<file path="src/rtl/cart_macros.svh">
`ifndef CART_MACROS_SVH
`define CART_MACROS_SVH

// ------------------------------
// bus and data widths
// ------------------------------
`define CART_ADDR_W         16                  // cpu address
`define CART_DATA_W         8                   // byte wide everywhere

// ------------------------------
// banking geometry
// ------------------------------
`define CART_ROM_BANK_W     9                   // up to 512 banks of 16k
`define CART_ROM_OFS_W      14                  // offset inside a 16k rom bank
`define CART_ROM_ADDR_W     23                  // bank above offset, 8 MB
`define CART_RAM_BANK_W     4                   // up to 16 banks of 8k
`define CART_RAM_OFS_W      13                  // offset inside an 8k ram bank
`define CART_RAM_ADDR_W     17                  // 128 KB of cart ram
`define CART_RAM_SIZE       (1 << `CART_RAM_ADDR_W)

// ------------------------------
// header byte offsets in the image
// ------------------------------
`define CART_HDR_TYPE       'h147               // cartridge type / mapper code
`define CART_HDR_ROM_SIZE   'h148
`define CART_HDR_RAM_SIZE   'h149

// misc constants
`define CART_RAM_ENABLE_KEY 4'hA                // low nibble that opens ram
`define CART_OPEN_BUS       8'hFF               // value of an undriven bus

`endif

</file>
<file path="src/rtl/cart_pkg.sv">
package cart_pkg;

	// ------------------------------
	// mapper kinds
	// ------------------------------
	// decoded from the type byte of the header, everything unknown
	// falls back to a plain 32k rom
	typedef enum logic [2:0] {
		MBC_NONE,   // rom only, no banking
		MBC_1,
		MBC_2,      // 512 x 4 bit internal ram
		MBC_3,      // rtc capable
		MBC_5
	} mbc_kind_e;

	// ------------------------------
	// register write opcodes
	// ------------------------------
	// a write into rom space hits one of these, picked by addr[15:13]
	typedef enum logic [2:0] {
		OP_RAM_ENABLE = 3'b000, // 0000-1fff
		OP_ROM_BANK   = 3'b001, // 2000-3fff
		OP_RAM_BANK   = 3'b010, // 4000-5fff, also rtc select on mbc3
		OP_MODE       = 3'b011  // 6000-7fff, banking mode on mbc1
	} mbc_reg_op_e;

	// ------------------------------
	// cpu bus sequencer states
	// ------------------------------
	typedef enum logic [1:0] {
		ST_IDLE,     // ready for a new request
		ST_ROM_REQ,  // rom request presented, waiting for rom_ready
		ST_ROM_WAIT, // rom request taken, waiting for the data
		ST_RESP      // ram / open bus data on its way back
	} bus_state_e;

endpackage

</file>
<file path="src/rtl/mbc_regs.sv">
`timescale 1ns/100ps

`include "cart_macros.svh"

module mbc_regs import cart_pkg::*; (
	input  logic                        clk_sys,
	input  logic                        reset,
	input  logic                        dl_active_i,  // hold everything while loading
	input  logic                        reg_wr_en_i,  // accepted write into rom space
	input  logic [`CART_ADDR_W-1:0]     bus_addr_i,
	input  logic [`CART_DATA_W-1:0]     bus_wdata_i,
	input  mbc_kind_e                   mbc_kind_i,
	output logic [`CART_ROM_BANK_W-1:0] rom_bank_o,
	output logic [`CART_RAM_BANK_W-1:0] ram_bank_o,
	output logic                        mbc1_mode_o,  // 0 = 16/8 mode, 1 = 4/32 mode
	output logic                        rtc_mode_o,   // mbc3 has the clock mapped at a000
	output logic                        ram_enable_o
);

	mbc_reg_op_e reg_op;

	// which register the write goes to
	assign reg_op = mbc_reg_op_e'(bus_addr_i[15:13]);

	// ------------------------------
	// register file
	// ------------------------------
	always_ff @(posedge clk_sys) begin
		if (reset || dl_active_i) begin
			rom_bank_o   <= 9'd1;                 // bank 1 sits at 4000 after power up
			ram_bank_o   <= '0;
			mbc1_mode_o  <= 1'b0;
			rtc_mode_o   <= 1'b0;
			ram_enable_o <= 1'b0;
		end else if (reg_wr_en_i) begin
			case (reg_op)
				OP_RAM_ENABLE: begin
					// anything but the key closes ram again
					ram_enable_o <= (bus_wdata_i[3:0] == `CART_RAM_ENABLE_KEY);
				end

				OP_ROM_BANK: begin
					if (mbc_kind_i == MBC_5) begin
						if (bus_addr_i[12])
							rom_bank_o[8] <= bus_wdata_i[0];          // 3000-3fff high bit
						else
							rom_bank_o[7:0] <= bus_wdata_i;           // 2000-2fff low byte
					end else if (bus_wdata_i[6:0] == 7'd0) begin
						rom_bank_o <= 9'd1;                       // bank 0 can't be selected
					end else begin
						rom_bank_o <= {2'b00, bus_wdata_i[6:0]};
					end
				end

				OP_RAM_BANK: begin
					if (mbc_kind_i == MBC_3) begin
						if (bus_wdata_i[3]) begin
							rtc_mode_o <= 1'b1;                       // 08-0c pick a clock reg
						end else begin
							rtc_mode_o <= 1'b0;                       // back to ram
							ram_bank_o <= {2'b00, bus_wdata_i[1:0]};
						end
					end else if (mbc_kind_i == MBC_5) begin
						ram_bank_o <= bus_wdata_i[3:0];
					end else begin
						// mbc1 reuses these two bits as rom bank 6:5
						ram_bank_o <= {2'b00, bus_wdata_i[1:0]};
					end
				end

				OP_MODE: begin
					if (mbc_kind_i == MBC_1)
						mbc1_mode_o <= bus_wdata_i[0];
					// mbc3 latches its clock here, nothing to do without rtc
				end

				default: begin
					// a000+ never reaches this block
				end
			endcase
		end
	end

endmodule

</file>
<file path="config.mk">
export PLATFORM = sky130hd
export DESIGN_NAME = mbc_regs
export DESIGN_NICKNAME = d
export VERILOG_FILES = /design/src/rtl/cart_pkg.sv /design/src/rtl/mbc_regs.sv
export VERILOG_INCLUDE_DIRS = /design/src /design/src/rtl
export SDC_FILE = /design/constraint.sdc
export NUM_CORES = 1
export LEC_CHECK = 0
export BUFFER_PORTS_ARGS = -buffer_cell sky130_fd_sc_hd__buf_2
export CAP_MARGIN = 20
export CORE_MARGIN = 3
export CORE_UTILIZATION = 41
export CTS_BUF_LIST = sky130_fd_sc_hd__clkbuf_16
export DETAILED_ROUTE_END_ITERATION = 16
export GPL_TIMING_DRIVEN = 1
export PLACE_DENSITY_LB_ADDON = 0.05
export SKIP_CTS_REPAIR_TIMING = 1
export SLEW_MARGIN = 10
export SYNTH_ARGS = -nofsm -noshare
export SYNTH_HDL_FRONTEND = slang
export SYNTH_SLANG_ARGS = --single-unit
export TNS_END_PERCENT = 5
</file>
<file path="constraint.sdc">
create_clock -name clk_sys -period 1.46 [get_ports clk_sys]
set_clock_uncertainty 0.15 [all_clocks]
set_input_delay 0.146 -clock clk_sys [delete_from_list [all_inputs] [get_ports clk_sys]]
set_output_delay 0.146 -clock clk_sys [all_outputs]
set_load 0.03 [all_outputs]
</file>
==> results of run 1 <==
==> logic make-up (layout without fill, tap and decap cells) <==
| logic type | after synthesis | after routing | synth area share (%) |
|---|---|---|---|
| AND/OR/NAND/NOR | 39 | 39 | 33.7 |
| AO/OA/AOI/OAI | 20 | 20 | 14.0 |
| flip-flops | 16 | 16 | 42.0 |
| multiplexers | 6 | 6 | 7.88 |
| buffers and inverters | 5 | 49 | 2.46 |
==> sequential cells by signal, summed over array words and instances, names as in the netlist <==
name	count
rom_bank_o	9
ram_bank_o	4
rtc_mode_o	1
mbc1_mode_o	1
ram_enable_o	1
==> critical path, cell delays in order <==
cell     delay (ns)
buf_2          0.10
or4_1          0.50
or4_1          0.41
a21oi_1        0.12
==> cells in the mapped netlist <==
master,number
or4_1,2
nor2b_1,1
or2_2,1
nand4b_1,3
nand4bb_1,2
dfxtp_1,16
inv_1,1
a31o_1,1
nor4b_1,2
buf_1,1
nand3_1,8
o21ai_1,8
nand4_1,2
clkbuf_1,3
mux2i_1,6
a21oi_1,10
a211oi_1,1
nor4_1,1
nor3b_1,1
nand2_1,9
and4bb_1,1
nor2_1,2
and4bb_2,1
nor4bb_1,3
==> layer usage <==
layer	global-route usage, %	vias to the layer above	share of wire, %
li1	-	415	-
met1	20.9	377	48
met2	27.2	20	48
met3	3.36	2	3.8
met4	5.69	0	0.85
met5	0	-	0
==> power breakdown <==
part,internal (mW),switching (mW)
combinational,0.0530,0.0591
clock,0.358,0.156
sequential,0.440,0.000924
total,0.852,0.216
==> layout make-up <==
cell class	count	area share, %
Timing Repair Buffer	45	22.9
Clock buffer	3	6.80
Tap cell	24	2.72
Multi-Input combinational cell	65	38.3
Inverter	1	0.340
Sequential cell	16	29.0
==> metrics by stage <==
| step | std cells | TNS [ns] | utilization (%) | cell area [µm²] |
|---|---|---|---|---|
| finish | 154 | 0 | 67.8 | 1100 |
| global route | 154 | 0 | 67.8 | 1100 |
| CTS | 154 | 0 | 67.8 | 1100 |
| detailed placement | 151 | -0.0603 | 63.2 | 1030 |
| global placement | 151 | -0.0369 | 63.2 | 1030 |
| floorplan | 86 | 0 | - | 762 |
==> path summary, 6_finish.rpt <==
kind,startpoint,to,slack (ns),cells past startpoint
worst max-delay path,bus_wdata_i[1],rom_bank_o[0]$_SDFFE_PP1P_,0.20,4
worst min-delay path,bus_wdata_i[4],rom_bank_o[4]$_SDFFE_PP0P_,0.02,3
worst max register to register,mbc1_mode_o$_SDFFE_PP0P_,mbc1_mode_o$_SDFFE_PP0P_,0.57,3
worst min register to register,ram_bank_o[2]$_SDFFE_PP0P_,ram_bank_o[2]$_SDFFE_PP0P_,0.30,2
==> flow_metrics.env, run 1 <==
export IMPL_clock_latency_ns=0.24
export IMPL_drt_first_pass_iters=3
export IMPL_grt_remaining_overflow=0
export IMPL_endpoint_kind="register"
export IMPL_pin_count=47
export IMPL_dieWidth_um=49.1
export IMPL_clk_path_buf_depth=2
export IMPL_grt_pass1_wl_mm=3.18
export IMPL_multi_input_area_um2=423
export IMPL_worstMarginPinSlew_ns=0.360
export IMPL_synthCells=86
export IMPL_area_growth_pct=45.0
export IMPL_drtIter0Drc=9
export IMPL_cts_sinks=16
export IMPL_seq_area_um2=320
export IMPL_ys_seq_elements=16
export IMPL_start_util_pct=46.8
export IMPL_path_clk_slew_ns=0.05
export IMPL_cp_max_fo=2
export IMPL_wl_per_cell_um=13.0
export IMPL_drv_slew=0
export IMPL_cts_root_buf="clkbuf_16"
export IMPL_layout_commonest_cell="buf_2"
export IMPL_die_area_um2=2410
export IMPL_ant_nets=0
export IMPL_finalSetupViolations=0
export IMPL_ys_warn_count=0
export IMPL_fp_coreArea_um2=1630
export IMPL_holdCritPathClass="in -> reg"
export IMPL_grt_max_degree=11
export IMPL_drc=0
export IMPL_place_ws_ns=-0.0603
export IMPL_final_hold_violation_count=0
export IMPL_antenna_found_initial=0
export IMPL_rows=14
export IMPL_power_density_nw_per_um2=967
export IMPL_status="complete, no violations"
export IMPL_synth_yosys_seq_area_share_pct=42.0
export IMPL_synth_area_leaders="dfxtp_1, mux2i_1, a21oi_1"
export IMPL_drive_above_1_share_pct=38.5
export IMPL_yosysTopAreaCell="dfxtp_1"
export IMPL_viasPerCell=5.29
export IMPL_grt_util_all_layers_pct=16.5
export IMPL_synth_area_um2=762
export IMPL_num_vias=814
export IMPL_grt_pass1_vias=722
export IMPL_synth_cell_type_count=24
export IMPL_final_setup_worst_slack_ns=0.204
export IMPL_fillers=154
export IMPL_min_period_over_period_pct=86.0
export IMPL_final_cell_mix="buf_2, dfxtp_1, buf_4"
export IMPL_avgSynthCellArea_um2=8.86
export IMPL_drv_cap=0
export IMPL_hpwl_mm=1.54
export IMPL_htreeDepth=1
export IMPL_nNetsFinal=163
export IMPL_dieHeight_um=49.1
export IMPL_vdd_drop_max_v=0.000717
export IMPL_finalPower_mw=1.07
export IMPL_critPathLaunchType="input pin"
export IMPL_max_freq_mhz=796
export IMPL_critPathArrivalTime_ns=1.28
export IMPL_p_leak_nw=0.487
export IMPL_synth_top_area_share_pct=42.0
export IMPL_cp_required_ns=1.49
export IMPL_routed_wl_mm=2.00
export IMPL_crit_type="in -> reg"
export IMPL_cts_tree="done"
export IMPL_grt_setup_unrepaired="false"
export IMPL_port_buffers=34
export IMPL_slew_headroom_pct=75.7
export IMPL_place_gp_congestion=0.812
export IMPL_synth_nets=117
export IMPL_cts_buffers=3
export IMPL_diodes=0
export IMPL_min_period_ns=1.26
export IMPL_hold_worst_slack_ns=0.0168
Note: power is estimated with default switching activity, not from simulation.
==> run 2: changes to the inputs <==
--- a/config.mk
+++ b/config.mk
@@ -6,10 +6,11 @@
 export SDC_FILE = /design/constraint.sdc
 export NUM_CORES = 1
 export LEC_CHECK = 0
+export ABC_AREA = 1
 export BUFFER_PORTS_ARGS = -buffer_cell sky130_fd_sc_hd__buf_2
 export CAP_MARGIN = 20
 export CORE_MARGIN = 3
-export CORE_UTILIZATION = 41
+export CORE_UTILIZATION = 43
 export CTS_BUF_LIST = sky130_fd_sc_hd__clkbuf_16
 export DETAILED_ROUTE_END_ITERATION = 16
 export GPL_TIMING_DRIVEN = 1
==> run 2 against run 1 <==
Net effect: die area up 7.2%; critical path depth down 3; register-to-register slack better by 0.12 ns; critical path type is now reg -> out.
==> flow_metrics.env, run 2 <==
export IMPL_synth_edf_count=0
export IMPL_avgSynthCellArea_um2=7.03
export IMPL_status="complete, no violations"
export IMPL_drtIter0Drc=8
export IMPL_final_setup_worst_slack_ns=0.375
export IMPL_synth_top_area_share_pct=37.0
export IMPL_dieHeight_um=50.8
export IMPL_ant_nets=0
export IMPL_synth_nets=154
export IMPL_antenna_found_initial=0
export IMPL_critPathLaunchType="register"
export IMPL_crit_family="flip-flops"
export IMPL_synth_area_leaders="dfxtp_1, nor2_1, nand2_1"
export IMPL_fp_coreArea_um2=1820
export IMPL_slowest_stage="dfxtp_1"
export IMPL_synthCells=123
export IMPL_grt_pass1_wl_mm=3.06
export IMPL_final_cell_mix="buf_2, nor2_1, nand2_1"
export IMPL_grt_max_degree=10
export IMPL_pin_count=47
export IMPL_place_gp_congestion=0.803
export IMPL_cp_max_fo=2
export IMPL_drive_above_1_share_pct=37.0
export IMPL_dieWidth_um=50.8
export IMPL_power_share_clock_pct=47.3
export IMPL_drt_first_pass_iters=4
export IMPL_worstMarginPinSlew_ns=0.214
export IMPL_holdCritPathClass="in -> reg"
export IMPL_p_int_uw=856
export IMPL_diodes=0
export IMPL_swShare_pct=22.5
export IMPL_yosys_top_cells_count="nor2_1, nand2_1, dfxtp_1, inv_1, nand3_1"
export IMPL_grt_pass1_vias=786
export IMPL_drc=0
export IMPL_viasPerCell=4.61
export IMPL_crit_reg2reg_launch="ram_enable_o$_SDFFE_PP0P_"
export IMPL_p_leak_nw=0.578
export IMPL_drv_slew=0
export IMPL_min_period_over_period_pct=74.3
export IMPL_timing_critical_path_from="rom_bank_o[8]$_SDFFE_PP0P_"
export IMPL_synthFlopType="dfxtp_1"
export IMPL_power_switching_uw=249
export IMPL_synth_most_common_cell="nor2_1"
export IMPL_min_from="bus_wdata_i[6]"
export IMPL_final_area_um2=1150
export IMPL_num_vias=862
export IMPL_cts_tree="done"
export IMPL_critPathArrivalTime_ns=0.79
export IMPL_routed_wl_mm=1.83
export IMPL_grt_util_all_layers_pct=15.2
export IMPL_crit_type="reg -> out"
export IMPL_max_freq_mhz=922
export IMPL_rows=15
export IMPL_placed_area_um2=1070
export IMPL_synth_cell_type_count=19
export IMPL_wl_per_cell_um=9.79
export IMPL_final_hold_violation_count=0
export IMPL_slowest_delay_ns=0.34
export IMPL_path_clk_slew_ns=0.05
export IMPL_place_ws_ns=0.334
export IMPL_layout_commonest_cell="buf_2"
export IMPL_hpwl_mm=1.51
export IMPL_finalSetupViolations=0
export IMPL_htreeDepth=1
export IMPL_start_util_pct=47.5
export IMPL_path_cells="buf_2"
export IMPL_synth_yosys_seq_area_share_pct=37.0
export IMPL_top_regs="rom_bank_o x9, ram_bank_o x4"
export IMPL_finalPower_mw=1.10
export IMPL_synth_area_um2=865
export IMPL_dp_cells=183
export IMPL_area_growth_pct=33.3
export IMPL_die_area_um2=2580
export IMPL_slew_headroom_pct=85.7
export IMPL_cts_buffers=3
export IMPL_clk_path_buf_depth=2
export IMPL_cts_sinks=16
export IMPL_nNetsFinal=194
export IMPL_cts_root_buf="clkbuf_16"
export IMPL_largest_register="rom_bank_o"
export IMPL_grt_setup_unrepaired="false"
export IMPL_final_cells=187
export IMPL_drv_cap=0
export IMPL_grt_remaining_overflow=0
export IMPL_setup_tns_ns=0
export IMPL_largest_reg_flops=9
export IMPL_cp_buffers_inverters=1
export IMPL_cp_required_ns=1.16
export IMPL_port_buffers=34
export IMPL_yosysTopAreaCell="dfxtp_1"
export IMPL_clock_latency_ns=0.24
export IMPL_power_density_nw_per_um2=958
export IMPL_ys_seq_elements=16
export IMPL_ys_warn_count=0
export IMPL_vdd_drop_max_v=0.00118
export IMPL_min_period_ns=1.08
export IMPL_endpoint_kind="output port"
export IMPL_power_frac_comb_pct=12.4
export IMPL_power_frac_seq_pct=40.3
export IMPL_async_flop_share_pct=0
==> run 2: power groups by stage <==
stage | combinational, mW | clock (mW) | sequential [mW]
floorplan | 0.0700 | 0 | 0.463
global placement | 0.136 | 0 | 0.453
detailed placement | 0.137 | 0 | 0.453
CTS | 0.138 | 0.537 | 0.444
global route | 0.154 | 0.550 | 0.445
finish | 0.137 | 0.522 | 0.445
==> run 2: final cells by class <==
cell class | instances | area (µm²)
clock inverter | 1 | 3.75
tap | 25 | 31.3
inverter | 18 | 72.6
sequential | 16 | 320
timing repair buffer | 35 | 178
fill | 191 | 668
clock buffer | 3 | 75.1
multi-input combinational | 89 | 472
==> run 2: worst paths after layout <==
check | cells after the start | end | slack (ns)
worst max-delay path | 1 | rom_bank_o[8] | 0.38
worst min-delay path | 3 | rom_bank_o[6]$_SDFFE_PP0P_ | 0.01
worst max register to register | 2 | ram_enable_o$_SDFFE_PP0P_ | 0.69
worst min register to register | 2 | ram_bank_o[0]$_SDFFE_PP0P_ | 0.31
==> run 2: layer usage <==
layer,global-route usage (%),wire (µm)
met1,18.2,819
met2,27.8,900
met3,4.37,101
met4,1.35,10
met5,0,0
==> run 2: logic make-up (layout without fill, tap and decap cells) <==
group	after synthesis	count (layout)	synth area share (%)
simple gates	78	78	46.6
compound gates	11	11	7.96
flops	16	16	37.0
buf+inv	18	57	8.39
==> run 2: metrics by stage <==
stage / util [%] / hold WS (ns)
finish: 63.3 / 0.0147
global route: 63.3 / 0.0312
CTS: 63.3 / 0.0155
detailed placement: 59.0 / 0.265
global placement: 59.0 / 0.261
floorplan: - / 0.134
==> run 3: changes to the inputs <==
--- a/config.mk
+++ b/config.mk
@@ -6,11 +6,11 @@
 export SDC_FILE = /design/constraint.sdc
 export NUM_CORES = 1
 export LEC_CHECK = 0
-export ABC_AREA = 1
+export ABC_AREA = 0
 export BUFFER_PORTS_ARGS = -buffer_cell sky130_fd_sc_hd__buf_2
 export CAP_MARGIN = 20
 export CORE_MARGIN = 3
-export CORE_UTILIZATION = 43
+export CORE_UTILIZATION = 41
 export CTS_BUF_LIST = sky130_fd_sc_hd__clkbuf_16
 export DETAILED_ROUTE_END_ITERATION = 16
 export GPL_TIMING_DRIVEN = 1
==> constraint.sdc (replaced) <==
create_clock -name clk_sys -period 1.1 [get_ports clk_sys]
set_clock_uncertainty 0.15 [all_clocks]
set_input_delay 0.11 -clock clk_sys [delete_from_list [all_inputs] [get_ports clk_sys]]
set_output_delay 0.11 -clock clk_sys [all_outputs]
set_load 0.03 [all_outputs]
==> run 3 against run 2 <==
Net effect: the flow now finishes with violations (setup timing); utilization grew 11 points; die area shrank 6.7%; critical endpoint is now rom_bank_o[0]$_SDFFE_PP1P_; worst setup slack got worse by 0.50 ns; clock power increased by 34%; sequential power grew 31%.
==> flow_metrics.env, run 3 (synthesis gave the netlist of run 1 again) <==
export IMPL_status="finished with violations"
export IMPL_violations="setup timing"
export IMPL_worstMarginPinSlew_ns=0.341
export IMPL_finalSetupViolations=1
export IMPL_dp_cells=159
export IMPL_grt_util_all_layers_pct=20.7
export IMPL_holdCritPathClass="in -> reg"
export IMPL_vdd_drop_max_v=0.00101
export IMPL_path_clk_slew_ns=0.05
export IMPL_grt_pass1_wl_mm=3.97
export IMPL_clock_latency_ns=0.24
export IMPL_grt_use_met3_pct=4.28
export IMPL_grt_pass1_vias=894
export IMPL_routed_wl_mm=2.20
export IMPL_placed_area_um2=1090
export IMPL_largest_register="rom_bank_o"
export IMPL_slowest_stage="or4_1"
export IMPL_final_cell_mix="buf_2, buf_4, dfxtp_1"
export IMPL_wl_per_cell_um=13.2
export IMPL_drc=0
export IMPL_hold_worst_slack_ns=0.0139
export IMPL_setup_tns_ns=-0.130
export IMPL_min_period_over_period_pct=112
export IMPL_largest_reg_flops=9
export IMPL_cts_tree="done"
export IMPL_power_switching_uw=305
export IMPL_endpoint_kind="register"
export IMPL_final_cells=166
export IMPL_diodes=0
export IMPL_ant_nets=0
export IMPL_drtIter0Drc=15
export IMPL_port_buffers=34
export IMPL_drt_first_pass_iters=4
export IMPL_reg2reg_depth=2
export IMPL_cp_buffers_inverters=1
export IMPL_power_density_nw_per_um2=1210
export IMPL_clk_path_buf_depth=2
export IMPL_layout_commonest_cell="buf_2"
export IMPL_final_setup_worst_slack_ns=-0.130
export IMPL_num_vias=886
export IMPL_p_int_mw=1.16
export IMPL_endpoint="rom_bank_o[0]$_SDFFE_PP1P_"
export IMPL_drv_cap=0
export IMPL_slew_headroom_pct=77.0
export IMPL_top_regs="rom_bank_o x9, ram_bank_o x4"
export IMPL_die_area_um2=2410
export IMPL_grt_remaining_overflow=0
export IMPL_power_frac_comb_pct=12.6
export IMPL_min_period_ns=1.23
export IMPL_nNetsFinal=174
export IMPL_cts_sinks=16
export IMPL_max_freq_mhz=813
export IMPL_slowest_delay_ns=0.50
export IMPL_place_gp_congestion=0.795
export IMPL_regToRegEndpoint="rom_bank_o[0]$_SDFFE_PP1P_"
export IMPL_crit_family="simple AND/OR/NAND/NOR gates"
export IMPL_power_share_clock_pct=47.6
export IMPL_viasPerCell=5.34
export IMPL_cp_max_fo=2
export IMPL_top_usage_layer="met2"
export IMPL_pin_count=47
export IMPL_grt_max_degree=11
export IMPL_crit_top_cell="or4_1"
export IMPL_final_area_um2=1210
export IMPL_dieHeight_um=49.1
export IMPL_critPathLaunchType="input pin"
export IMPL_r2r_setup_slack_ns=0.21
export IMPL_finalPower_mw=1.47
export IMPL_dieWidth_um=49.1
export IMPL_htreeDepth=1
export IMPL_final_hold_violation_count=0
export IMPL_fillers=125
export IMPL_area_growth_pct=59.4
export IMPL_fp_coreArea_um2=1630
export IMPL_critPathArrivalTime_ns=1.26
export IMPL_timing_critical_path_from="bus_wdata_i[1]"
export IMPL_post_route_util_pct=74.6
export IMPL_crit_cells=4
export IMPL_start_util_pct=46.8
export IMPL_antenna_found_initial=0
export IMPL_grt_setup_unrepaired="true"
export IMPL_cts_buffers=3
export IMPL_crit_type="in -> reg"
export IMPL_swShare_pct=20.8
export IMPL_power_frac_seq_pct=39.9
export IMPL_p_leak_nw=0.544
export IMPL_hpwl_mm=1.70
export IMPL_rows=14
export IMPL_cts_root_buf="clkbuf_16"
export IMPL_cp_required_ns=1.13
export IMPL_place_ws_ns=-0.404
export IMPL_path_cells="buf_6 -> or4_1 -> or4_1 -> a21oi_2"
export IMPL_drive_above_1_share_pct=41.5
export IMPL_crit_reg2reg_launch="rom_bank_o[0]$_SDFFE_PP1P_"
export IMPL_drv_slew=0
export IMPL_met1_usage_pct=27.7
export IMPL_grt_met2_usage_pct=31.9
-- run 3: cell count changes in the layout (fill, tap and decap cells not counted), sizes merged, moves of 6 or more --
cell	change
mux2i	+6
nor2	-35
o21ai	+7
buf	+18
nand2	-18
inv	-17
-- run 3: layout make-up --
cell class	count	area, µm²	share of cell area [%]
Inverter	1	3.75	0.309
Tap cell	24	30.0	2.47
Sequential cell	16	320	26.4
Multi-Input combinational cell	65	427	35.1
Timing Repair Buffer	56	355	29.2
Clock buffer	3	75.1	6.18
Clock inverter	1	3.75	0.309
-- run 3: per-layer routing --
metal  part of all wire [%]  up-vias
met5                      0        -
met4                    1.8        0
met3                    5.5        5
met2                     48       30
met1                     44      409
li1                       -      442
-- run 3: worst min-delay path by stage --
stage,cells after the start,end,from,slack [ns]
2_1_floorplan,2,ram_bank_o[0]$_SDFFE_PP0P_,bus_wdata_i[0],0.1
3_3_place_gp,3,rom_bank_o[4]$_SDFFE_PP0P_,bus_wdata_i[4],0.23
3_5_place_dp,3,rom_bank_o[4]$_SDFFE_PP0P_,bus_wdata_i[4],0.23
4_1_cts,3,rom_bank_o[4]$_SDFFE_PP0P_,bus_wdata_i[4],-0.03
5_1_grt,3,rom_bank_o[0]$_SDFFE_PP1P_,bus_wdata_i[5],0.03
6_report,3,rom_bank_o[7]$_SDFFE_PP0P_,bus_wdata_i[7],0.01
-- run 3: worst min-delay path, delay by kind of cell --
kind            cells  cell delay [ns]
compound gates      1             0.06
buf+inv             1             0.10
simple gates        1             0.09
-- run 3: power by group through the flow --
stage	clock network (mW)	registers (mW)	logic (mW)
after floorplan	0	0.602	0.0502
after global placement	0	0.596	0.166
after detailed placement	0	0.597	0.170
after CTS	0.710	0.585	0.170
after global routing	0.757	0.584	0.201
final	0.699	0.585	0.184
